<file path="src/hw/gat_score_consts.svh">
`ifndef GAT_SCORE_CONSTS_SVH
`define GAT_SCORE_CONSTS_SVH

// Graph and feature sizes
`define GAT_NUM_NODES     16
`define GAT_FEAT_IN       8
`define GAT_FEAT_OUT      4

// Datapath widths, all signed
`define GAT_DATA_W        8
`define GAT_WH_W          20
`define GAT_SCORE_W       32

// Sparse feature storage
`define GAT_H_DEPTH       128
`define GAT_ROW_LEN_W     4

// Weight memory holds W row-major, then a
// W(i, k) at i * FEAT_OUT + k, a[j] at A_BASE + j
`define GAT_A_BASE        32
`define GAT_WGT_DEPTH     40

// Score queue
`define GAT_Q_DEPTH       4
`define GAT_Q_CNT_W       ($clog2(`GAT_Q_DEPTH + 1))

`endif

</file>
<file path="src/hw/gat_calc_pkg.sv">
`include "gat_score_consts.svh"

package gat_calc_pkg;

  // Weight, attention and feature values share this width
  typedef logic signed [`GAT_DATA_W-1:0] wgt_t;

  typedef logic signed [`GAT_WH_W-1:0] wh_elem_t;

  // Element k sits in slice k
  typedef wh_elem_t [`GAT_FEAT_OUT-1:0] wh_row_t;

  typedef logic signed [`GAT_SCORE_W-1:0] score_t;

  // [1] source score, [0] destination score
  typedef score_t [1:0] score_pair_t;

endpackage

</file>
<file path="src/hw/dmvm_score.sv">
`timescale 1ns/100ps
`include "gat_score_consts.svh"

module dmvm_score (
  input  logic                                        clk,
  input  logic                                        rst_n,
  input  gat_calc_pkg::wgt_t [2*`GAT_FEAT_OUT-1:0]    a_i,
  input  logic                                        wh_valid_i,
  input  gat_calc_pkg::wh_row_t                       wh_i,
  input  logic [`GAT_Q_CNT_W-1:0]                     free_cnt_i,
  output logic                                        accept_o,
  output logic                                        pipe_idle_o,
  output logic                                        push_o,
  output gat_calc_pkg::score_pair_t                   pair_o
);

  import gat_calc_pkg::*;

  localparam int PROD_W = `GAT_DATA_W + `GAT_WH_W;

  logic signed [PROD_W-1:0]   prod_q [2*`GAT_FEAT_OUT];
  logic                       s1_vld_q;
  logic                       s2_vld_q;
  logic [1:0]                 inflight;
  score_t                     src_sum;
  score_t                     dst_sum;
  score_pair_t                pair_q;

  always_ff @(posedge clk or negedge rst_n) begin
    if (!rst_n) begin
      s1_vld_q <= 1'b0;
      s2_vld_q <= 1'b0;
    end else begin
      s1_vld_q <= wh_valid_i;
      s2_vld_q <= s1_vld_q;
    end
  end

  // Stage one multiplies a[j] by Wh[j mod FEAT_OUT]
  always_ff @(posedge clk) begin
    if (wh_valid_i) begin
      for (int j = 0; j < 2 * `GAT_FEAT_OUT; j++) begin
        prod_q[j] <= a_i[j] * wh_i[j % `GAT_FEAT_OUT];
      end
    end
  end

  // Lower half of a scores the source, upper half the destination
  always_comb begin
    src_sum = '0;
    dst_sum = '0;
    for (int k = 0; k < `GAT_FEAT_OUT; k++) begin
      src_sum = src_sum + prod_q[k];
      dst_sum = dst_sum + prod_q[k + `GAT_FEAT_OUT];
    end
  end

  always_ff @(posedge clk) begin
    if (s1_vld_q) begin
      pair_q <= {src_sum, dst_sum};
    end
  end

  assign inflight    = {1'b0, s1_vld_q} + {1'b0, s2_vld_q};
  assign accept_o    = (free_cnt_i > inflight);
  assign pipe_idle_o = !s1_vld_q && !s2_vld_q;
  assign push_o      = s2_vld_q;
  assign pair_o      = pair_q;

endmodule

</file>
<file path="config.mk">
export PLATFORM = sky130hd
export DESIGN_NAME = dmvm_score
export DESIGN_NICKNAME = d
export VERILOG_FILES = /design/src/hw/gat_calc_pkg.sv /design/src/hw/dmvm_score.sv
export VERILOG_INCLUDE_DIRS = /design/src /design/src/hw
export SDC_FILE = /design/constraint.sdc
export NUM_CORES = 2
export LEC_CHECK = 0
export ABC_AREA = 0
export BUFFER_PORTS_ARGS = -buffer_cell sky130_fd_sc_hd__buf_2
export CAP_MARGIN = 30
export CORE_UTILIZATION = 50
export CTS_CLUSTER_SIZE = 16
export DETAILED_ROUTE_END_ITERATION = 16
export PLACE_DENSITY = 0.67
export RECOVER_POWER = 100
export SETUP_SLACK_MARGIN = 0.2
export SLEW_MARGIN = 20
export SYNTH_ARGS = -nofsm -noshare
export SYNTH_HDL_FRONTEND = slang
export SYNTH_SLANG_ARGS = --single-unit
</file>
<file path="constraint.sdc">
create_clock -name clk -period 9.88 [get_ports clk]
set_input_delay 0.494 -clock clk [delete_from_list [all_inputs] [get_ports clk]]
set_output_delay 0.494 -clock clk [all_outputs]
set_load 0.005 [all_outputs]
</file>
======== Yosys cells after proc, flatten, opt, wreduce, memory -nomap -nowiden ========
Memories as Yosys holds them, arrays and structs flattened.
Index checks and enable logic that the tools add are counted.
storage, ports and cells
  memories ................................ 1
  RAM bits ................................ 224
  bits of input ports ..................... 150
  flip-flop bits (word level) ............. 66
operators by class
  $lt $le $gt $ge ......................... 1
  add/subtract/negate cells ............... 7
  muxes and demuxes ....................... 2
  multiply operators ...................... 8
  reductions and logical operators ........ 3
memory list
  memory  depth  bits a word  rd ports  clocked after Yosys merged registers in  wr ports  RTL line          RTL
  prod_q  8      28           8         0                                        8         dmvm_score.sv:21  logic signed [PROD_W-1:0] prod_q [2*`GAT_FEAT_OUT];
operators with widths
  cell               count
  $mul 8x20->28      8
  $add 30x28->31     2
  $add 29x28->30     2
  $add 28x28->29     2
  $gt 3x2->1         1
  $add 1x1->2        1
  $logic_not 1->1    2
  $mux 1             2
  $logic_and 1x1->1  1

======== Depth between registers and ports, before layout ========
  depth after elaboration ................. 3
  depth in mapped cells ................... 19
  mapped depth without buffers ............ 18

======== Worst setup path after synthesis ========
OpenSTA, ideal clock, no wires.
  path kind ............................... input to register
  from .................................... input a_i[31] (netlist bit)
  to ...................................... memory prod_q[1][54] (netlist bit), data pin
  buffers on the path ..................... 1
  slack ................................... 4802 ps
  setup time .............................. 264 ps
  data arrival time ....................... 4814 ps
  cell stages on the path ................. 16
  path through ............................ clkinv_1 > buf_1 > fa_1 > fa_1 > inv_1 > fa_1 > inv_1 > fa_1 > inv_1 > ha_1 > and3_1 > a22o_1 > o41ai_1 > o31ai_1 > a311oi_1 > nor3_1
RTL lines
  what             RTL line          RTL
  start, declared  dmvm_score.sv:7   input gat_calc_pkg::wgt_t [2*`GAT_FEAT_OUT-1:0] a_i,
  end, declared    dmvm_score.sv:21

==> impl_metrics.csv <==
group,metric,value,unit
outcome,outcome,"finished with violations",
outcome,failed_checks,"capacitance limit, slew limit",
sta,setup_ws,2.80,ns
worst_setup_path,setup.worst_path.end,"prod_q[0][2]$_DFFE_PP_",
clocking,cts_resized,0,
floorplanning,fp.dieW,348,um
yosys,largest_family_of_logic_cells_by_synthesized_area,"adder cells",
sta,post-route-min-period,7.08,ns
clocking,clk_path_buf_depth,3,
placement,place.gp.congestion,0.919,
placement,port-buffer-count,216,
worst_setup_path,critical-path-max-stage-delay,4.09,ns
worst_setup_path,r2r.worst_path.cells,12,
final_layout,final_common_cell,"inv_1",
yosys,post_synth_inst_count,6289,
placement,placed_cells_incl_taps,7867,
worst_setup_path,worstSetupPathDepth,4,
final_layout,final_layout_size_suffix_gt1_share,3.68,%
sta,final_worst_path_period_share,71.7,%
worst_setup_path,worstReg2RegStart,"prod_q[2][1]$_DFFE_PP_",
detailed_routing,detail_route.vias_per_cell,5.27,
sta,final.setup.tns,0,ns
worst_hold_path,worstHoldPathType,"input pin to async pin",
final_layout,layout-area-overhead-vs-synth,5.42,%
sta,fin_skew,0.0123,ns
worst_setup_path,cell_occurring_most_often_along_the_worst_timing_path,"clkbuf_1",
placement,dpl_worst_slack,3.91,ns
final_layout,final_cell_count_no_fill,7932,
sta,final-setup-viol-count,0,
yosys,yosysSeqAreaShare,14.4,%
global_routing,grt_pass1_vias,43600,
yosys,synth.ff_latch_count,288,
worst_setup_path,setup.worst_path.start_class,"input pin",
global_routing,grt_max_degree,102,
sta,max_freq,141,MHz
clocking,clkSinkCount,288,
sta,slew_viol_final,192,
worst_setup_path,endpoint_arrival_time_on_the_critical_path,7.36,ns
sta,relSlewSlack,-300,%
yosys,synth_area,0.0600,sq mm
sta,grt_setup_unrepaired,"false",
worst_setup_path,worst-path-max-fanout,101,
yosys,postSynthNetCount,8057,
worst_setup_path,r2r_end,"pair_o[27]$_DFFE_PP_",
floorplanning,start_util,50.6,%
global_routing,grt.overflow.total,0,
yosys,synth.avg_cell_area,9.54,sq um
yosys,synth_compound_gate_area_share,7.33,%
final_layout,post-route-cell-area,0.0632,sq mm
clocking,cts_root_buffer,"clkbuf_16",
yosys,ys.warnings.count,0,
global_routing,global_route.usage.total,25.2,%
sta,timing_worst_slew_pin_value,6.00,ns
clocking,cts_tree,"done",
clocking,ctsHtreeMaxLevel,1,
final_layout,final_cell_mix,"inv_1 (1,446), fa_1 (1,130), and2_1 (928), ha_1 (488), edfxtp_1 (286)",
placement,dp_hpwl,122,mm
worst_setup_path,cp_cell_sequence,"clkbuf_1 > buf_4 > clkbuf_1 > buf_16",
job,maxCapViolCount,3,
clocking,worst_skew_pair.late_latency,0.61,ns
placement,postPlaceCellArea,0.0622,sq mm
yosys,synth-simple-area-share,16.0,%
detailed_routing,drt_iter0_drc,2400,
yosys,synthDistinctLibCells,71,
worst_setup_path,worstPathRequired,10.16,ns
yosys,adder_and_majority_gate_portion_of_the_synthesized_area,47.9,%
floorplanning,row_cnt,126,
detailed_routing,remaining_drc_errors,0,
detailed_routing,drt_first_pass_iters,5,
yosys,synth-edff-count,286,
yosys,asyncSetResetFlopFracSynth,0.694,%
floorplanning,die-height,348,um
detailed_routing,routed_wire_length_per_instance,18.6,um
worst_setup_path,startpoint,"wh_valid_i",
floorplanning,placeableCoreArea,0.119,sq mm
detailed_routing,drt-total-wl,147,mm
global_routing,grt_first_pass_wirelength,239,mm
final_layout,layout.filler_cells,10800,
global_routing,antenna_found_initial,11,
worst_setup_path,setup.reg_to_reg.worst_slack,5.44,ns
clocking,number_of_buffers_inserted_during_clock_tree_synthesis,31,
detailed_routing,detailroute.via_count,41800,
detailed_routing,ant_nets,0,
worst_setup_path,critical_path_capture_point_type,"flip-flop",
floorplanning,die_area,0.121,sq mm
worst_setup_path,cp.buffers_inverters,4,
floorplanning,boundaryPins,217,
yosys,mux_cell_area_share_after_synthesis,0.0668,%
sta,hold_violations,0,
worst_setup_path,max_stage_delay_cell_worst_path,"clkbuf_1",
worst_setup_path,critPathTopFamily,"buffers and inverters",
final_layout,num-nets-final,8071,
yosys,ys_dominant_reg_cell,"edfxtp_1",
yosys,synth_xor_area_share,3.71,%
worst_setup_path,crit_type,"input pin to flip-flop",
clocking,clkSlewWorstSetupHoldPaths,0.06,ns
## worst min-delay path by stage
stage,end,slack [ns]
floorplan,push_o$_DFF_PN0_,0.20
global placement,push_o$_DFF_PN0_,0.28
detailed placement,push_o$_DFF_PN0_,0.29
CTS,push_o$_DFF_PN0_,0.18
global route,push_o$_DFF_PN0_,0.23
finish,push_o$_DFF_PN0_,0.21
## cells by family (layout without fill, tap and decap cells)
group / Yosys count / count (layout)
flip-flops: 288 / 288
buffers and inverters: 1697 / 1735
multiplexers: 4 / 4
adder cells (fa/ha/maj): 1618 / 1618
other: 0 / 5
AO/OA/AOI/OAI: 686 / 686
AND/OR/NAND/NOR: 1742 / 1742
XOR/XNOR: 254 / 254
## registers in the layout, summed over array words and instances (netlist names)
name      flops
push_o        1
prod_q      224
pair_o       62
s1_vld_q      1
## synthesized netlist by cell type (5+ instances only)
master	instances	share of area [%]
a31oi_1	33	0.34
nand3b_1	6	0.075
nor3_1	40	0.33
and3_1	25	0.26
or2_2	9	0.094
o21bai_1	27	0.34
or3_1	8	0.083
nand3_1	51	0.43
a211o_1	9	0.13
o21ai_0	130	1.1
o22ai_1	6	0.063
a2111oi_0	5	0.073
and4_1	9	0.13
o41ai_1	5	0.073
nand4_1	28	0.29
o31a_1	9	0.13
buf_1	7	0.044
clkinv_1	8	0.050
ha_1	488	10
o21a_1	34	0.43
o211ai_1	19	0.24
edfxtp_1	286	14
xnor2_1	200	2.9
o311ai_0	13	0.19
nand2b_1	56	0.58
a311oi_1	7	0.10
a21o_1	103	1.3
a221oi_1	8	0.12
a21oi_1	201	1.7
xor2_1	54	0.79
and2_1	956	10
nor2b_1	27	0.28
a211oi_1	30	0.38
clkbuf_1	233	1.5
o31ai_1	12	0.15
nand2_1	270	1.7
fa_1	1130	38
inv_1	1446	9.0
nor2_1	239	1.5
## layout make-up
class | count | area [sq um] | area share (%)
inverters | 1454 | 5460 | 8.63
clock inverters | 23 | 292 | 0.461
clock buffers | 34 | 787 | 1.24
repair buffers | 224 | 1080 | 1.71
flip-flops and latches | 288 | 8640 | 13.7
diodes | 5 | 12.5 | 0.0198
well taps | 1600 | 2000 | 3.17
multi-input cells | 4304 | 45000 | 71.1
## metrics by stage
step | util, % | hold WS [ns]
after floorplan | - | 0.198
after global placement | 52.5 | 0.280
after detailed placement | 52.5 | 0.286
after CTS | 53.4 | 0.178
after global routing | 53.3 | 0.230
final | 53.3 | 0.214
## per-layer routing
metal	up-vias	wire length, um	global-route usage (%)
met5	-	101	0
met4	16	4110	6.70
met3	187	8760	3.19
met2	1071	69200	41.4
met1	21200	65300	35.2
li1	19300	-	-
## worst reg2reg max path, cell delays in order (launching register included)
cell	delay (ns)
edfxtp_1	0.50
fa_1	0.49
fa_1	0.50
ha_1	0.19
inv_1	0.07
fa_1	0.46
nor2b_1	0.17
o211ai_1	0.16
a211oi_1	0.71
nor2_1	0.11
o21ai_0	0.43
or2_2	0.21
o311ai_0	0.16
## repair_timing
item	in CTS	in global routing
buffers inserted	0	0
endpoints found under the setup margin	0	0
hold buffers	1	0
hold endpoints to repair	2	0
Power is not shown: default switching activity piles up to over one toggle a cycle in this logic, so the estimate is an artifact.
