--- src/hw/gat_score_consts.svh ---
`ifndef GAT_SCORE_CONSTS_SVH
`define GAT_SCORE_CONSTS_SVH

// Graph and feature sizes
`define GAT_NUM_NODES     16
`define GAT_FEAT_IN       8
`define GAT_FEAT_OUT      4

// Datapath widths, all signed
`define GAT_DATA_W        8
`define GAT_WH_W          20
`define GAT_SCORE_W       32

// Sparse feature storage
`define GAT_H_DEPTH       128
`define GAT_ROW_LEN_W     4

// Weight memory holds W row-major, then a
// W(i, k) at i * FEAT_OUT + k, a[j] at A_BASE + j
`define GAT_A_BASE        32
`define GAT_WGT_DEPTH     40

// Score queue
`define GAT_Q_DEPTH       4
`define GAT_Q_CNT_W       ($clog2(`GAT_Q_DEPTH + 1))

`endif

--- src/hw/gat_calc_pkg.sv ---
`include "gat_score_consts.svh"

package gat_calc_pkg;

  // Weight, attention and feature values share this width
  typedef logic signed [`GAT_DATA_W-1:0] wgt_t;

  typedef logic signed [`GAT_WH_W-1:0] wh_elem_t;

  // Element k sits in slice k
  typedef wh_elem_t [`GAT_FEAT_OUT-1:0] wh_row_t;

  typedef logic signed [`GAT_SCORE_W-1:0] score_t;

  // [1] source score, [0] destination score
  typedef score_t [1:0] score_pair_t;

endpackage

--- src/hw/gat_mem_pkg.sv ---
`include "gat_score_consts.svh"

package gat_mem_pkg;

  // Column index of a nonzero, low bits of a sparse word
  localparam int COL_W = $clog2(`GAT_FEAT_IN);
  localparam int H_WORD_W = `GAT_DATA_W + COL_W;

  // Signed value in the high bits, column in the low bits
  typedef logic [H_WORD_W-1:0] h_word_t;

  typedef logic [$clog2(`GAT_H_DEPTH)-1:0] h_addr_t;

  // Row length of one node; rows are packed back to back from address 0
  typedef logic [`GAT_ROW_LEN_W-1:0] node_info_t;

  typedef logic [$clog2(`GAT_NUM_NODES)-1:0] node_idx_t;

  typedef logic [$clog2(`GAT_WGT_DEPTH)-1:0] wgt_addr_t;

endpackage

--- src/hw/spmm_row_engine.sv ---
`timescale 1ns/100ps
`include "gat_score_consts.svh"

module spmm_row_engine (
  input  logic                                                  clk,
  input  logic                                                  rst_n,
  input  logic                                                  start_req_i,
  output logic                                                  start_ack_o,
  output logic                                                  load_o,
  input  logic                                                  w_ready_i,
  input  gat_calc_pkg::wgt_t [`GAT_FEAT_IN*`GAT_FEAT_OUT-1:0]   w_i,
  output gat_mem_pkg::node_idx_t                                node_info_addr_o,
  input  gat_mem_pkg::node_info_t                               node_info_i,
  output gat_mem_pkg::h_addr_t                                  h_addr_o,
  input  gat_mem_pkg::h_word_t                                  h_i,
  input  logic                                                  accept_i,
  input  logic                                                  pipe_idle_i,
  output logic                                                  wh_we_o,
  output gat_mem_pkg::node_idx_t                                wh_addr_o,
  output gat_calc_pkg::wh_row_t                                 wh_data_o,
  output logic                                                  wh_valid_o
);

  import gat_mem_pkg::*;
  import gat_calc_pkg::*;

  localparam logic [3:0] S_IDLE   = 4'd0;
  localparam logic [3:0] S_LOAD   = 4'd1;
  localparam logic [3:0] S_INFO   = 4'd2;
  localparam logic [3:0] S_LEN    = 4'd3;
  localparam logic [3:0] S_STREAM = 4'd4;
  localparam logic [3:0] S_DRAIN  = 4'd5;
  localparam logic [3:0] S_WRITE  = 4'd6;
  localparam logic [3:0] S_FINISH = 4'd7;
  localparam logic [3:0] S_ACK    = 4'd8;

  logic [3:0]                       state_q;
  node_idx_t                        node_q;
  h_addr_t                          h_ptr_q;
  node_info_t                       rem_q;
  logic                             h_vld_q;
  wh_row_t                          acc_q;
  logic signed [`GAT_DATA_W-1:0]    h_val;
  logic [COL_W-1:0]                 h_col;

  assign h_val = h_i[H_WORD_W-1:COL_W];
  assign h_col = h_i[COL_W-1:0];

  always_ff @(posedge clk or negedge rst_n) begin
    if (!rst_n) begin
      state_q <= S_IDLE;
      node_q  <= '0;
      h_ptr_q <= '0;
      rem_q   <= '0;
      h_vld_q <= 1'b0;
    end else begin
      h_vld_q <= (state_q == S_STREAM);
      case (state_q)
        S_IDLE: begin
          if (start_req_i) begin
            state_q <= S_LOAD;
            node_q  <= '0;
            h_ptr_q <= '0;
          end
        end
        S_LOAD: if (w_ready_i) state_q <= S_INFO;
        // Hold off the next node while the score queue is short of room
        S_INFO: if (accept_i) state_q <= S_LEN;
        S_LEN: begin
          rem_q   <= node_info_i;
          state_q <= (node_info_i == '0) ? S_DRAIN : S_STREAM;
        end
        S_STREAM: begin
          h_ptr_q <= h_ptr_q + 1'b1;
          rem_q   <= rem_q - 1'b1;
          if (rem_q == node_info_t'(1)) state_q <= S_DRAIN;
        end
        S_DRAIN: state_q <= S_WRITE;
        S_WRITE: begin
          node_q  <= node_q + 1'b1;
          state_q <= (node_q == node_idx_t'(`GAT_NUM_NODES - 1)) ? S_FINISH : S_INFO;
        end
        S_FINISH: if (pipe_idle_i) state_q <= S_ACK;
        S_ACK: if (!start_req_i) state_q <= S_IDLE;
        default: state_q <= S_IDLE;
      endcase
    end
  end

  // One multiply-add per output feature for each nonzero
  always_ff @(posedge clk) begin
    if (state_q == S_LEN) begin
      acc_q <= '0;
    end else if (h_vld_q) begin
      for (int k = 0; k < `GAT_FEAT_OUT; k++) begin
        acc_q[k] <= acc_q[k] + h_val * w_i[h_col * `GAT_FEAT_OUT + k];
      end
    end
  end

  assign load_o           = (state_q == S_IDLE) && start_req_i;
  assign start_ack_o      = (state_q == S_ACK);
  assign node_info_addr_o = node_q;
  assign h_addr_o         = h_ptr_q;
  assign wh_we_o          = (state_q == S_WRITE);
  assign wh_valid_o       = (state_q == S_WRITE);
  assign wh_addr_o        = node_q;
  assign wh_data_o        = acc_q;

endmodule

--- config.mk ---
export PLATFORM = sky130hd
export DESIGN_NAME = spmm_row_engine
export DESIGN_NICKNAME = d
export VERILOG_FILES = /design/src/hw/gat_calc_pkg.sv /design/src/hw/gat_mem_pkg.sv /design/src/hw/spmm_row_engine.sv
export VERILOG_INCLUDE_DIRS = /design/src /design/src/hw
export SDC_FILE = /design/constraint.sdc
export NUM_CORES = 1
export LEC_CHECK = 0
export BUFFER_PORTS_ARGS = -buffer_cell sky130_fd_sc_hd__buf_2
export CAP_MARGIN = 20
export CORE_AREA = 2 2 260 134
export CTS_CLUSTER_DIAMETER = 200
export DETAILED_ROUTE_END_ITERATION = 12
export DIE_AREA = 0 0 262 136
export HOLD_SLACK_MARGIN = 0.15
export PLACE_DENSITY_LB_ADDON = 0.3
export SLEW_MARGIN = 20
export SYNTH_ARGS = -nofsm -noshare
export SYNTH_HDL_FRONTEND = slang
export SYNTH_SLANG_ARGS = --single-unit
--- constraint.sdc ---
create_clock -name clk -period 6.7 [get_ports clk]
set_input_delay 1.34 -clock clk [delete_from_list [all_inputs] [get_ports clk]]
set_output_delay 1.34 -clock clk [all_outputs]
set_load 0.05 [all_outputs]
# After elaboration in Yosys (flattened, before gate mapping)
# Cells that the tools add are included.
totals:
  reg_bits: 100
  input_bits: 277
  out_inout_bits: 99
  word_cells: 74
op_classes:
  add_sub_neg: 10
  n_mul: 4
  n_lt_le_gt_ge: 4
  eq_ne: 16
  mux: 22
  reduce_logical: 9
op_table:
  columns: ["cell", "n"]
  rows:
  - ["binary-select mux 8 bit (select 5 bit)", 3]
  - ["adder 20 x 16 -> 20 bit", 4]
  - ["multiplier 8 x 8 -> 16 bit", 4]
  - ["one-hot mux 4 bit (9 select lines)", 1]
  - ["two-way mux 8 bit", 4]
  - ["two-way mux 4 bit", 7]
  - ["binary-select mux 8 bit (select 3 bit)", 1]
  - ["less-than comparator 6 bit (second input constant)", 3]
  - ["== test 4 x 3 -> 1 bit (second input constant)", 4]
  - ["one-hot mux 4 bit (2 select lines)", 2]
  - ["one-hot mux 7 bit (2 select lines)", 1]
  - ["adder 5 x 2 -> 6 bit (second input constant)", 2]
  - ["inequality test 2 bit (second input constant)", 5]
  - ["== test 4 x 1 -> 1 bit (second input constant)", 2]
  - ["== test 4 x 2 -> 1 bit (second input constant)", 2]
  - ["== test 4 bit (second input constant)", 2]
  - ["zero test 4 bit", 2]
  - ["adder 7 x 1 -> 7 bit (second input constant)", 1]
  - ["two-way mux 7 bit", 1]
  - ["adder 5 x 1 -> 6 bit (second input constant)", 1]
  - ["less-than comparator 5 x 6 -> 1 bit (second input constant)", 1]
  - ["AND reduction 6 bit", 1]
  - ["nonzero test 2 bit", 3]
  - ["adder 4 x 1 -> 4 bit (second input constant)", 1]
  - ["other kinds (6)", 7]

# Depth between registers and ports, before layout
depth:
  ltp_word: 5
  ltp_mapped: 23
  ltp_nobuf: 21

# Worst setup path after synthesis
# No wires, ideal clock.
synth_timing:
  kind: "input-to-reg"
  start: "in h_i[0]"
  end: "reg acc_q (netlist bit wh_data_o[39])"
  setup_time_ns: 0.063
  arrival_ns: 7.076
  t_required_ns: 6.637
  path_slack_ns: -0.439
  path_stages: 20
  path_buffers: 2
  cell_sequence: "buf_4 -> buf_2 -> mux4_2 -> mux2_2 -> and2_1 -> fa_1 -> inv_1 -> fa_1 -> fa_1 -> inv_1 -> fa_1 -> ha_1 -> ha_1 -> a21o_1 -> a21oi_1 -> nor2b_1 -> or3_1 -> o211a_1 -> mux2_1 -> nand3_1"
synth_between:
  elab_chain_len: 5
synth_rtl:
  columns: ["element", "line_no", "text"]
  rows:
  - ["start: declaration", "spmm_row_engine.sv:15", "input gat_mem_pkg::h_word_t h_i,"]
  - ["adder 5 x 1 -> 6 bit", "spmm_row_engine.sv:96", "acc_q[k] <= acc_q[k] + h_val * w_i[h_col * `GAT_FEAT_OUT + k];"]
  - ["binary-select mux 8 bit (select 5 bit)", "spmm_row_engine.sv:96", null]
  - ["two-way mux 8 bit", "spmm_row_engine.sv:96", null]
  - ["multiplier 8 x 8 -> 16 bit", "spmm_row_engine.sv:96", null]
  - ["adder 20 x 16 -> 20 bit", "spmm_row_engine.sv:96", null]
  - ["end signal: indexed assignment", "spmm_row_engine.sv:96", null]
  - ["end: declaration", "spmm_row_engine.sv:42", "wh_row_t acc_q;"]
# No other way between the ends. The select of a mux whose other input is x is not followed.
# A chain may end at the register's enable or synchronous reset.

# Worst setup path in the final report
layout_timing:
  start: "in h_i[0]"
  end: "reg acc_q (netlist bit wh_data_o[76])"
layout_between:
  elab_chain_len: 5
layout_rtl:
  columns: ["element", "line_no"]
  rows:
  - ["adder 5 x 2 -> 6 bit", "spmm_row_engine.sv:96"]
  - ["binary-select mux 8 bit (select 5 bit)", "spmm_row_engine.sv:96"]
  - ["two-way mux 8 bit", "spmm_row_engine.sv:96"]
  - ["multiplier 8 x 8 -> 16 bit", "spmm_row_engine.sv:96"]
  - ["adder 20 x 16 -> 20 bit", "spmm_row_engine.sv:96"]
# No other way between the ends. The select of a mux whose other input is x is not followed.

==> results_dict.tcl <==
set metrics [dict create \
    place_area_um2 24190 \
    cp-startpoint "h_i[0]" \
    drt_first_pass_iters 5 \
    synthDistinctLibCells 69 \
    viasPerCell 5.643 \
    worstPathMaxFanout 5 \
    num_vias 17128 \
    grt_overflow 0 \
    outcome "completed" \
    start_util_pct 59.64 \
    grt_first_pass_wirelength_mm 97.28 \
    gp_congestion 0.9720 \
    fmax_ghz 0.1501 \
    synth_fa_ha_area_share_pct 46.86 \
    cts_sinks 100 \
    cp.arrival_ns 6.94 \
    drive_gt1_share_pct 31.93 \
    synth_top_family_by_area "adder cells" \
    clkLatencyLatePin_ns 0.39 \
    final.setup_skew_ns 0.007511 \
    seq_area_frac_synth_pct 10.48 \
    clk_pin_slew_ns 0.08 \
    hold_class "reg2reg" \
    critPathLaunchType "input pin" \
    synthMuxAreaShare_pct 12.29 \
    timing.slew.headroom_pct 36.32 \
    syn_to_final_growth_pct 24.94 \
    clock_path_buffers 2 \
    async_reset_ff_share_pct 20.00 \
    gr-usage-all-layers_pct 36.14 \
    fin_area_um2 25060 \
    grt_pass1_vias 17540 \
    ant_nets 0 \
    rows 48 \
    worstSetupPathType "in2reg" \
    crit_family "adder cells" \
    htree_levels 3 \
    clock-root-buffer "clkbuf_16" \
    finalMaxSlewViolations 0 \
    dieArea_um2 35630 \
    hp-start "wh_data_o[79]" \
    synth_xor_area_share_pct 3.144 \
    min_period_ns 6.661 \
    setup_viol_count_final 0 \
    crit_required_ns 6.98 \
    r2r_start "wh_data_o[64]" \
    finalCritPeriodShare_pct 99.41 \
    hold_violations 0 \
    detailed_place_hpwl_mm 52.90 \
    ys_seq_elements 100 \
    cts_tree "yes" \
    nets 3386 \
    drc_errors 0 \
    routedWlPerCell_um 21.35 \
    ys.flop_type "dfxtp_1" \
    cp_slowest_cell "fa_1" \
    numCtsBuffers 9 \
    synthesis.nets 2813 \
    drt_iter0_drc 1250 \
    synth_compound_area_share_pct 6.020 \
    crit_path_frequent_cell "fa_1" \
    max_stage_delay_ns 0.57 \
    end_kind "register" \
    die_y_um 136 \
    netlist_instances 1996 \
    routed_wl_mm 64.80 \
    avgSynthCellArea_um2 10.05 \
    grt_max_degree 76 \
    final_core_util_pct 74.51 \
    antenna_found_initial 12 \
    max_cap_violations 0 \
    ioPinCount 376 \
    fp.dieW_um 262 \
    cp.buffers_inverters 5 \
    synth-simple-area-share_pct 12.47 \
    tightest_slew_ns 0.9552 \
    core_area_um2 33630 \
    synth_edf_count 0 \
    crit_chain "clkbuf_16 -> clkbuf_16 -> mux4_2 -> mux2_2 -> and2_4 -> inv_1 -> fa_1 -> inv_1 -> fa_1 -> fa_1 -> fa_1 -> fa_1 -> ha_1 -> a211oi_2 -> buf_4 -> o21a_1 -> o31ai_1 -> a21oi_1 -> mux2i_1 -> nor2_1" \
    yosys_warnings 0 \
    port_buffers 375 \
    syn-cell-area_um2 20060 \
]
-- cells in the final DEF (no fill, tap or decap), types with 34 or more instances in the layout --
cell	instances
dfxtp_1	80
o21ai_0	40
ha_1	180
nand2b_1	34
mux2i_1	57
nor2b_1	115
mux4_2	64
fa_1	345
inv_1	372
buf_4	244
a21oi_1	34
buf_2	374
nor2_1	124
nand2_1	118
xnor2_1	46
-- cells by family (layout without fill, tap and decap cells) --
family,count (synthesis),after routing
AOI/OAI and AO/OA,177,177
xor gates and xnor gates,72,72
adders and majority gates,540,540
buffers and inverters,452,1030
DFF,100,100
muxes,155,155
other,0,11
and+or+nand+nor,500,500
-- per-stage QoR --
step                      setup slack (ns)  cells    TNS, ns  hold WS (ns)
after CTS                          0.02576   3007          0        0.4940
after global routing              -0.08318   3033    -0.2965        0.5275
after floorplan                  -0.001441   1996  -0.001441        0.5016
after global placement             -0.2534   2991     -5.221        0.4555
final                              0.03943   3035          0        0.4918
after detailed placement           -0.3444   2991     -9.199        0.4818
-- synth_stat cells, types with 10 or more instances --
| library cell | n | area, um2 |
|---|---|---|
| nor2_1 | 126 | 473.0 |
| nand2b_1 | 35 | 219.0 |
| buf_2 | 14 | 70.07 |
| mux4_2 | 64 | 1441 |
| dfrtp_1 | 20 | 500.5 |
| nand2_1 | 118 | 442.9 |
| nor3_1 | 23 | 115.1 |
| a21oi_1 | 41 | 205.2 |
| ha_1 | 188 | 2352 |
| mux2i_1 | 57 | 570.6 |
| xnor2_1 | 46 | 402.9 |
| clkbuf_1 | 44 | 165.2 |
| inv_1 | 375 | 1408 |
| fa_1 | 352 | 7047 |
| xor2_1 | 26 | 227.7 |
| mux2i_2 | 19 | 261.5 |
| dfxtp_1 | 80 | 1602 |
| o21ai_0 | 44 | 220.2 |
| a211oi_1 | 13 | 97.59 |
| nand3_1 | 11 | 55.05 |
| mux2_2 | 12 | 135.1 |
| nor2b_1 | 115 | 719.4 |
| buf_1 | 10 | 37.54 |
| and2_1 | 29 | 181.4 |
| a21o_1 | 18 | 135.1 |
-- worst reg2reg max path: cells and delay by family, from the launching register on --
kind,cells,cell delay (ns)
adder cells (fa/ha/maj),7,2.71
AO/OA/AOI/OAI,5,0.97
buffers and inverters,5,0.41
flip-flops,1,0.41
multiplexers,1,0.28
AND/OR/NAND/NOR,1,0.08
-- path summary, 6_finish.rpt --
path / endpoint / slack, ns / depth (start not counted)
max reg2reg: wh_data_o[76] / 1.74 / 19
max: wh_data_o[76] / 0.04 / 20
max in group asynchronous: h_vld_q / 5.43 / 1
min in group asynchronous: h_addr_o[3] / 0.90 / 1
min reg2reg: wh_data_o[79] / 0.49 / 2
min: wh_data_o[79] / 0.49 / 2
-- registers in the layout (all words and copies together) (netlist names) --
signal,flops
wh_data_o,80
h_vld_q,1
rem_q,4
state_q,4
node_info_addr_o,4
h_addr_o,7
-- metal layers --
layer  vias up  GRT usage [%]  part of all wire, %
met5         -              0                0.020
met4         2          12.77                  3.8
met3       128          9.993                   11
met2       873          55.12                   45
met1      8587          49.87                   41
li1       7538              -                    -
-- repair_timing --
action	CTS	global route
hold buffers	0	0
gates resized for setup	0	65
setup buffers	0	11
endpoints found under the setup margin	0	36
-- area by class of cell --
type                       count  area (um2)
timing repair buffer         639        4124
clock inverter                 7       102.6
multi-input combinational   1444       16500
antenna                       11       27.53
tap                          450       563.0
sequential                   100        2106
clock buffer                   9       225.2
inverter                     375        1408
fill                        2367        8573
Power is not shown: default switching activity piles up to over one toggle a cycle in this logic, so the estimate is an artifact.
