$ cat src/hw/gat_score_consts.svh
`ifndef GAT_SCORE_CONSTS_SVH
`define GAT_SCORE_CONSTS_SVH

// Graph and feature sizes
`define GAT_NUM_NODES     16
`define GAT_FEAT_IN       8
`define GAT_FEAT_OUT      4

// Datapath widths, all signed
`define GAT_DATA_W        8
`define GAT_WH_W          20
`define GAT_SCORE_W       32

// Sparse feature storage
`define GAT_H_DEPTH       128
`define GAT_ROW_LEN_W     4

// Weight memory holds W row-major, then a
// W(i, k) at i * FEAT_OUT + k, a[j] at A_BASE + j
`define GAT_A_BASE        32
`define GAT_WGT_DEPTH     40

// Score queue
`define GAT_Q_DEPTH       4
`define GAT_Q_CNT_W       ($clog2(`GAT_Q_DEPTH + 1))

`endif

$ cat src/hw/gat_calc_pkg.sv
`include "gat_score_consts.svh"

package gat_calc_pkg;

  // Weight, attention and feature values share this width
  typedef logic signed [`GAT_DATA_W-1:0] wgt_t;

  typedef logic signed [`GAT_WH_W-1:0] wh_elem_t;

  // Element k sits in slice k
  typedef wh_elem_t [`GAT_FEAT_OUT-1:0] wh_row_t;

  typedef logic signed [`GAT_SCORE_W-1:0] score_t;

  // [1] source score, [0] destination score
  typedef score_t [1:0] score_pair_t;

endpackage

$ cat src/hw/score_queue.sv
`timescale 1ns/100ps
`include "gat_score_consts.svh"

module score_queue #(
  parameter  int DEPTH = `GAT_Q_DEPTH,
  localparam int CNT_W = $clog2(DEPTH + 1)
) (
  input  logic                        clk,
  input  logic                        rst_n,
  input  logic                        push_i,
  input  gat_calc_pkg::score_pair_t   pair_i,
  output logic [CNT_W-1:0]            free_cnt_o,
  output logic                        score_req_o,
  input  logic                        score_ack_i,
  output gat_calc_pkg::score_pair_t   score_o
);

  import gat_calc_pkg::*;

  localparam int PTR_W = $clog2(DEPTH);

  localparam logic [1:0] Q_IDLE = 2'd0;
  localparam logic [1:0] Q_REQ  = 2'd1;
  localparam logic [1:0] Q_WAIT = 2'd2;

  score_pair_t          mem_q [DEPTH];
  logic [PTR_W-1:0]     wr_ptr_q;
  logic [PTR_W-1:0]     rd_ptr_q;
  logic [CNT_W-1:0]     count_q;
  logic [1:0]           state_q;
  logic                 empty;
  logic                 pop;

  function automatic logic [PTR_W-1:0] ptr_inc(input logic [PTR_W-1:0] ptr);
    return (ptr == PTR_W'(DEPTH - 1)) ? '0 : ptr + 1'b1;
  endfunction

  assign empty       = (count_q == '0);
  assign pop         = (state_q == Q_REQ) && score_ack_i;
  assign free_cnt_o  = CNT_W'(DEPTH) - count_q;
  assign score_req_o = (state_q == Q_REQ);
  // Head entry is not overwritten while it is offered
  assign score_o     = mem_q[rd_ptr_q];

  always_ff @(posedge clk) begin
    if (push_i) begin
      mem_q[wr_ptr_q] <= pair_i;
    end
  end

  always_ff @(posedge clk or negedge rst_n) begin
    if (!rst_n) begin
      wr_ptr_q <= '0;
      rd_ptr_q <= '0;
      count_q  <= '0;
      state_q  <= Q_IDLE;
    end else begin
      if (push_i) wr_ptr_q <= ptr_inc(wr_ptr_q);
      if (pop) rd_ptr_q <= ptr_inc(rd_ptr_q);
      case ({push_i, pop})
        2'b10:   count_q <= count_q + 1'b1;
        2'b01:   count_q <= count_q - 1'b1;
        default: count_q <= count_q;
      endcase
      // Four-phase output, request drops with the pop
      case (state_q)
        Q_IDLE:  if (!empty) state_q <= Q_REQ;
        Q_REQ:   if (score_ack_i) state_q <= Q_WAIT;
        Q_WAIT:  if (!score_ack_i) state_q <= Q_IDLE;
        default: state_q <= Q_IDLE;
      endcase
    end
  end

endmodule

$ cat config.mk
export PLATFORM = sky130hd
export DESIGN_NAME = score_queue
export DESIGN_NICKNAME = d
export VERILOG_FILES = /design/src/hw/gat_calc_pkg.sv /design/src/hw/score_queue.sv
export VERILOG_INCLUDE_DIRS = /design/src /design/src/hw
export SDC_FILE = /design/constraint.sdc
export NUM_CORES = 1
export LEC_CHECK = 0
export BUFFER_PORTS_ARGS = -buffer_cell sky130_fd_sc_hd__buf_2
export CAP_MARGIN = 20
export CORE_ASPECT_RATIO = 0.75
export CORE_UTILIZATION = 61
export DETAILED_ROUTE_END_ITERATION = 8
export PLACE_DENSITY = 0.84
export SETUP_SLACK_MARGIN = 0.2
export SYNTH_ARGS = -nofsm -noshare
export SYNTH_HDL_FRONTEND = slang
export SYNTH_SLANG_ARGS = --single-unit
export TNS_END_PERCENT = 20
$ cat constraint.sdc
create_clock -name clk -period 4.6 [get_ports clk]
set_input_delay 0.92 -clock clk [delete_from_list [all_inputs] [get_ports clk]]
set_output_delay 0.92 -clock clk [all_outputs]
set_load 0.01 [all_outputs]
# After elaboration in Yosys (flattened, before gate mapping)
# Memories as Yosys holds them, arrays and structs flattened.
# Index checks and enable logic that the tools add are counted.
[totals] in_bits=68 mem_bits_rw=256 elab_cells=33 ff_bits=9 mem_count=1
[mem_list] name="mem_q" depth=4 word_bits=64 read_ports=1 rd_clocked_by_memory_dff=0 wr=1 line="score_queue.sv:26" text="score_pair_t mem_q [DEPTH];"
[op_classes] eq_ne=9 n_reduce_logical=5 n_addsub=5 mux=9
[ops] op="2-to-1 mux 2 bit" n=5
[ops] op="== test 2 bit, second input constant" n=4
[ops] op="one-hot mux 2 bit (3 select lines)" n=1
[ops] op="one-hot mux 3 bit (2 select lines)" n=1
[ops] op="adder 2 x 1 -> 2 bit, second input constant" n=2
[ops] op="== test 2 x 1 -> 1 bit, second input constant" n=2
[ops] op="inequality test 2 bit, second input constant" n=2
[ops] op="adder 3 x 1 -> 3 bit, second input constant" n=1
[ops] op="zero test 3 bit" n=1
[ops] op="AND reduction 3 bit" n=1
[ops] op="subtractor 3 x 1 -> 3 bit, second input constant" n=1
[ops] op="subtractor 3 bit, first input constant" n=1
[ops] op="zero test 2 bit" n=1
[ops] op="2-to-1 mux 1 bit" n=2
[ops] op="inequality test 2 x 1 -> 1 bit, second input constant" n=1
[ops] op="nonzero test 2 bit" n=1
[ops] op="logical AND 1 bit" n=1

# Logic depth before layout (Yosys ltp)
# Gate-level depths: netlist of the first run.
[logic_depth] depth_word=4 ltp_mapped=8 mapped_depth_nobuf=8

# Worst setup path after synthesis of the first run
# Ideal clock, no wire load.
[synth_timing] path_type="input to register" from="input push_i" to="memory mem_q[1][0] (netlist name) (enable)" arrival_time_ns=2.427 slack_ns=1.745 path_buffers=0 stages=1 setup_ns=0.429 cell_sequence="and2_1"
[synth_between] elab_chain_cells=2
[synth_lines] element="from (decl)" line="score_queue.sv:10" text="input logic push_i,"
[synth_lines] element="2-to-1 mux 1 bit" line="score_queue.sv:46" text="if (push_i) begin"
[synth_lines] element="2-to-1 mux 1 bit (implied by the code)" line="score_queue.sv:47" text="mem_q[wr_ptr_q] <= pair_i;"
[synth_lines] element="to (decl)" line="score_queue.sv:26"
# No other way between the ends.

==> results.sh, run 1 <==
export IMPL_outcome="complete, no violations"
export IMPL_wl_per_cell_um=22.5
export IMPL_clkLatencyLatePin_ns=0.50
export IMPL_endpoint_kind="output pin"
export IMPL_clockRootBuffer="clkbuf_16"
export IMPL_drtPass1Iterations=4
export IMPL_grt_remaining_overflow=0
export IMPL_holdWs_ns=0.256
export IMPL_area_sequential_sq_um=7920
export IMPL_fin_crit_ns=3.38
export IMPL_antenna_found_initial=3
export IMPL_syn_area_sq_um=9770
export IMPL_grt_max_degree=67
export IMPL_synth_top_cell_area_share_pct=78.7
export IMPL_period_share_pct=73.5
export IMPL_startpoint_type="flip-flop"
export IMPL_routed_wl_um=17000
export IMPL_grt_pass1_vias=4643
export IMPL_ff2ff_path_depth=3
export IMPL_synth_mux_area_share_pct=15.1
export IMPL_fin_area_sq_um=11500
export IMPL_multi_input_area_sq_um=1720
export IMPL_cts_made_buffers=24
export IMPL_peakVddDrop_v=0.000364
export IMPL_htree_levels=1
export IMPL_critical_path_class="reg2out"
export IMPL_grt_util_all_layers_pct=21.7
export IMPL_crit_fanout=35
export IMPL_drt_iter0_markers=302
export IMPL_cap_violations=0
export IMPL_yosys_area_share_adder_pct=1.23
export IMPL_nets=609
export IMPL_seq_power_share_pct=45.7
export IMPL_place_area_sq_um=10600
export IMPL_syn2layout_area_growth_pct=17.9
export IMPL_slew_headroom_pct=33.1
export IMPL_post_cts_setup_buffers=0
export IMPL_drv_slew=0
export IMPL_clkPwrFrac_pct=28.9
export IMPL_rsz0062_at_grt="false"
export IMPL_fin_worst_skew_ns=0.0179
export IMPL_switching_share_pct=27.2
export IMPL_synth_warnings=0
export IMPL_synth_top_flop_cell="edfxtp_1"
export IMPL_power_density_nw_per_um2=644
export IMPL_synth_area_leaders="edfxtp_1 79%, mux4_2 15%, dfrtp_1 2.3%, ha_1 1.0%, buf_6 0.58%"
export IMPL_synth_edf_count=256
export IMPL_ys_top_cells_by_count="256 x edfxtp_1, 64 x mux4_2, 9 x dfrtp_1"
export IMPL_synthArstFlopShare_pct=3.40
export IMPL_ios=136
export IMPL_cts_num_sinks=265
export IMPL_setup_slack_ns=1.22
export IMPL_yosysTopAreaCell="edfxtp_1"
export IMPL_power_leakage_nw=4.00
export IMPL_hold_path_class="in2async"
export IMPL_yosysMostFrequentCell="edfxtp_1"
export IMPL_grt_pass1_wl_um=26600
export IMPL_place_hpwl_um=9720
export IMPL_syn_area_per_cell_sq_um=25.5
export IMPL_synth_simple_area_share_pct=0.679
export IMPL_synth_compound_area_share_pct=0.256
export IMPL_clk_path_buf_depth=3
export IMPL_fp_dieH_um=112
export IMPL_clk_transition_reported_paths_ns=0.07
export IMPL_p_switching_w=0.00202
export IMPL_worst_pin_slew_ns=1.00
export IMPL_fp_coreArea_sq_um=15400
export IMPL_drive_gt1_share_pct=44.5
export IMPL_worst_ep_arrival_time_ns=2.46
export IMPL_syn_nets=460
export IMPL_die_area_sq_um=16500
export IMPL_instances_no_fill=758
export IMPL_ys_seq_elements=265
export IMPL_die_x_um=148
export IMPL_postSynthCellCount=383
export IMPL_gp_congestion=0.742
export IMPL_synth_top_family_by_area="multiplexers"
export IMPL_cp_data_required_time_ns=3.68
export IMPL_synth_xor_area_share_pct=0.269
export IMPL_port_buffers=135
export IMPL_vias=4416
export IMPL_num_fill_cells=870
export IMPL_ys_types=21
export IMPL_post_place_ws_ns=1.45
export IMPL_drtAntennaViolNets=0
export IMPL_hold_buffers=0
export IMPL_post_drt_via_cell_ratio=5.83
export IMPL_drc=0
export IMPL_cts_tree="done"
export IMPL_hold_viol=0
export IMPL_synth_seq_area_share_pct=81.0
export IMPL_start_util_pct=63.3
export IMPL_setup_viol=0
export IMPL_rows=39
export IMPL_finalSetupTns_ns=0
export IMPL_max_freq_mhz=296
export IMPL_intPower_w=0.00540
export IMPL_combPwrFrac_pct=25.4
export IMPL_dpl_cell_count=710
export IMPL_cts_repair_resized=0
worst paths after layout:
check                      slack (ns)                       to                    start
setup / recovery                 1.22              score_o[50]  rd_ptr_q[0]$_DFFE_PN0N_
hold / removal                   0.26   state_q[1]$_DFFE_PN0P_                    rst_n
setup reg to reg                 2.67   mem_q[0][33]$_DFFE_PP_  wr_ptr_q[0]$_DFFE_PN0P_
hold reg to reg                  0.49   state_q[0]$_DFFE_PN0P_   state_q[1]$_DFFE_PN0P_
max in group asynchronous        4.13  rd_ptr_q[0]$_DFFE_PN0N_                    rst_n
min in group clk                 0.49   state_q[0]$_DFFE_PN0P_   state_q[1]$_DFFE_PN0P_
cells by family (layout without fill, tap and decap cells):
kind of cell / after synthesis / count (layout)
XOR/XNOR: 3 / 3
buffers and inverters: 23 / 190
adder cells (fa/ha/maj): 9 / 9
multiplexers: 67 / 67
other: 0 / 3
AO/OA/AOI/OAI: 4 / 4
AND/OR/NAND/NOR: 12 / 12
flip-flops: 265 / 265
power by group through the flow:
stage / combinational, W / sequential, W / clock [W]
after floorplan: 0.00142 / 0.00324 / 0
after global placement: 0.00176 / 0.00350 / 0
after CTS: 0.00181 / 0.00349 / 0.00217
final: 0.00189 / 0.00339 / 0.00214
after global routing: 0.00205 / 0.00344 / 0.00226
after detailed placement: 0.00179 / 0.00354 / 0
worst max-delay path, stage by stage, from the launching register on:
cell and delay (ns):
dfrtp_4 0.67, buf_16 0.32, buf_4 0.26, mux4_2 0.52
buf_2 0.16
routing by layer:
metal  vias to the layer above  track usage (%)  part of all wire, %
li1                       1924                -                    -
met1                      2291             32.3                   42
met2                       177             33.6                   49
met3                        24             5.08                  7.5
met4                         0             4.54                  1.5
met5                         -                0                    0
cells in the final DEF (no fill, tap or decap), types with 2 or more instances in the layout:
master / netlist / final
and2_4: 0 / 4
buf_2: 6 / 135
buf_4: 3 / 2
bufinv_16: 0 / 6
clkbuf_1: 1 / 5
clkbuf_16: 0 / 25
clkinv_1: 0 / 5
clkinv_2: 0 / 2
dfrtp_1: 9 / 7
dfrtp_4: 0 / 2
diode_2: 0 / 3
edfxtp_1: 256 / 256
ha_1: 8 / 8
inv_1: 8 / 8
mux2_2: 3 / 3
mux4_2: 64 / 64
nand2_1: 2 / 2
nor2_1: 2 / 2
nor2b_1: 2 / 2
o21ai_0: 2 / 2
xnor2_1: 3 / 3
state kept, by name (all words and copies together), names as in the netlist:
signal,count
state_q,2
wr_ptr_q,2
mem_q,256
rd_ptr_q,2
count_q,3
per-stage QoR:
stage	total power (W)	utilization, %
5_1_grt	0.00775	74.6
3_5_place_dp	0.00533	68.9
6_report	0.00742	74.7
3_3_place_gp	0.00526	68.9
4_1_cts	0.00747	74.5
2_1_floorplan	0.00466	-
cell type report:
| type | count | area share (%) |
|---|---|---|
| repair buffers | 138 | 6.24 |
| inverters | 8 | 0.261 |
| well taps | 205 | 2.23 |
| clock inverters | 14 | 1.88 |
| diodes | 3 | 0.0652 |
| clock buffers | 30 | 5.60 |
| flip-flops and latches | 265 | 68.8 |
| multi-input cells | 95 | 15.0 |
(Power assumes the default switching activity.)
==> run 2: changes to the inputs <==
- CORE_UTILIZATION: 61 -> 57
- PLACE_DENSITY: 0.84 -> 0.79
- clock period: 4.6 -> 3.3 ns (I/O delays scaled with it)
==> run 2 against run 1 <==
  * Sequential share of layout area fell by 0.38 points
  * Sequential power rose by 36%
  * Via count fell by 0.34%
  * Cell area rose by 0.52%
  * Cell count rose by 1.6%
  * Global-route usage fell by 1.4 points
  * Flip-flop and latch count did not move
  * Clock power rose by 39%
  * Die area rose by 6.9%
  * Non-clock buffer count rose by 5
  * Setup slack got worse by 0.85 ns
==> results.sh, run 2 (same netlist as run 1, synthesis figures left out) <==
export IMPL_outcome="complete, no violations"
export IMPL_hold_path_class="in2reg"
export IMPL_num_fill_cells=1043
export IMPL_htree_levels=1
export IMPL_fp_coreArea_sq_um=16800
export IMPL_ff2ff_path_depth=8
export IMPL_fin_worst_skew_ns=0.0158
export IMPL_cts_num_sinks=265
export IMPL_reg2reg_to="count_q[2]$_DFFE_PN0P_"
export IMPL_instances_no_fill=770
export IMPL_drtPass1Iterations=4
export IMPL_finalSetupTns_ns=0
export IMPL_nets=615
export IMPL_holdPathEnd="mem_q[3][11]$_DFFE_PP_"
export IMPL_dpl_cell_count=724
export IMPL_hold_viol=0
export IMPL_die_x_um=153
export IMPL_cts_repair_resized=0
export IMPL_n_antenna_cell=0
export IMPL_mostFrequentLayoutCells="256 x edfxtp_1, 135 x buf_2, 64 x mux4_2"
export IMPL_place_hpwl_um=9870
export IMPL_reg_largest_list="mem_q (256), count_q (3)"
export IMPL_worst_ep_arrival_time_ns=2.27
export IMPL_grt_util_all_layers_pct=20.2
export IMPL_endpoint_kind="output pin"
export IMPL_grt_remaining_overflow=0
export IMPL_cp_data_required_time_ns=2.64
export IMPL_fp_dieH_um=115
export IMPL_cp_slowest_cell="dfrtp_2"
export IMPL_power_leakage_nw=4.03
export IMPL_clk_transition_reported_paths_ns=0.07
export IMPL_gp_congestion=0.759
export IMPL_fin_crit_ns=2.93
export IMPL_intPower_w=0.00751
export IMPL_finalPower_w=0.0104
export IMPL_clkPwrFrac_pct=28.6
export IMPL_seq_power_share_pct=44.3
export IMPL_ios=136
export IMPL_start_util_pct=58.2
export IMPL_drt_iter0_markers=317
export IMPL_clkLatencyLatePin_ns=0.52
export IMPL_whs_path_depth=1
export IMPL_clockRootBuffer="clkbuf_16"
export IMPL_m1WireLength_um=7460
export IMPL_r2r_start="state_q[0]$_DFFE_PN0P_"
export IMPL_slowest_delay_ns=0.88
export IMPL_largest_reg_flops=256
export IMPL_drive_gt1_share_pct=45.6
export IMPL_post_drt_via_cell_ratio=5.72
export IMPL_clk_path_buf_depth=3
export IMPL_antenna_found_initial=1
export IMPL_vias=4401
export IMPL_combPwrFrac_pct=27.1
export IMPL_switching_share_pct=27.9
export IMPL_crit_fanout=28
export IMPL_cts_tree="done"
export IMPL_cap_violations=0
export IMPL_drtAntennaViolNets=0
export IMPL_dr_wl_met2_um=8430
export IMPL_final_common_cell="edfxtp_1"
export IMPL_period_share_pct=88.7
export IMPL_grt_pass1_wl_um=26500
export IMPL_worst_pin_slew_ns=1.01
export IMPL_critical_path_class="reg2out"
export IMPL_die_area_sq_um=17700
export IMPL_rsz0062_at_grt="false"
export IMPL_crit_family="flip-flops"
export IMPL_cts_made_buffers=25
export IMPL_setup_viol=0
export IMPL_peakVddDrop_v=0.000509
export IMPL_largest_register="mem_q"
export IMPL_routed_top_layer="met4"
export IMPL_drc=0
export IMPL_rows=41
export IMPL_routed_wl_um=17200
export IMPL_wl_met3_um=1080
export IMPL_path_cells="buf_4, mux4_2, buf_2"
export IMPL_slew_headroom_pct=32.5
export IMPL_max_freq_mhz=342
export IMPL_port_buffers=135
export IMPL_drv_slew=0
export IMPL_reg2reg_slack_ns=1.32
export IMPL_syn2layout_area_growth_pct=18.5
export IMPL_grt_max_degree=65
export IMPL_worst_path_buf_inv=2
export IMPL_startpoint_type="flip-flop"
export IMPL_p_switching_w=0.00290
export IMPL_grt_pass1_vias=4744
export IMPL_hold_start="pair_i[11]"
export IMPL_power_density_nw_per_um2=899
export IMPL_wl_per_cell_um=22.3
## run 2: changes by cell type in the layout (fill, tap and decap cells not counted), sizes merged, moves of 2 or more
| cell | delta |
|---|---|
| diode | -3 |
| buf | +4 |
| clkinv | -4 |
| inv | +2 |
| clkinvlp | +2 |
## run 2: cell type report
type / instances / area (sq um) / share of cell area, %
Clock buffer: 31 / 648 / 5.60
Clock inverter: 13 / 205 / 1.77
Inverter: 8 / 30.0 / 0.259
Multi-Input combinational cell: 95 / 1720 / 14.9
Sequential cell: 265 / 7920 / 68.4
Tap cell: 215 / 269 / 2.32
Timing Repair Buffer: 143 / 783 / 6.77
## run 2: stage by stage
| stage | setup slack [ns] | cell area [sq um] | util (%) | hold WS (ns) |
|---|---|---|---|---|
| after floorplan | 0.705 | 9770 | - | 0.364 |
| after global placement | 0.775 | 10700 | 63.8 | 0.424 |
| after detailed placement | 0.763 | 10700 | 63.8 | 0.454 |
| after CTS | 0.325 | 11600 | 69.0 | 0.329 |
| after global routing | 0.279 | 11600 | 69.0 | 0.336 |
| final | 0.372 | 11600 | 69.0 | 0.349 |
## run 2: power by group through the flow
stage	sequential (W)	combinational [W]	clock, W
finish	0.00461	0.00282	0.00297
global route	0.00467	0.00305	0.00314
CTS	0.00463	0.00289	0.00302
detailed placement	0.00473	0.00279	0
global placement	0.00468	0.00273	0
floorplan	0.00451	0.00199	0
## run 2: worst max-delay path by stage
stage	slack, ns	cells after the start	endpoint	startpoint
after global placement	0.78	3	score_o[2]	rd_ptr_q[0]$_DFFE_PN0N_
after global routing	0.28	3	score_o[0]	rd_ptr_q[1]$_DFFE_PN0N_
after detailed placement	0.76	3	score_o[61]	rd_ptr_q[0]$_DFFE_PN0N_
after floorplan	0.70	1	mem_q[1][0]$_DFFE_PP_	push_i
final	0.37	3	score_o[61]	rd_ptr_q[1]$_DFFE_PN0N_
after CTS	0.33	3	score_o[59]	rd_ptr_q[1]$_DFFE_PN0N_
## run 2: timing repair
item                                    in CTS  in global routing
hold endpoints to repair                     9                  0
buffers inserted                             1                  0
endpoints found under the setup margin       3                  0
hold buffers                                 1                  0
## run 2: metal layers
layer  global-route usage [%]  vias up
met5                        0        -
met4                     5.52        0
met3                     5.09       29
met2                     33.2      161
met1                     27.6     2281
li1                         -     1930
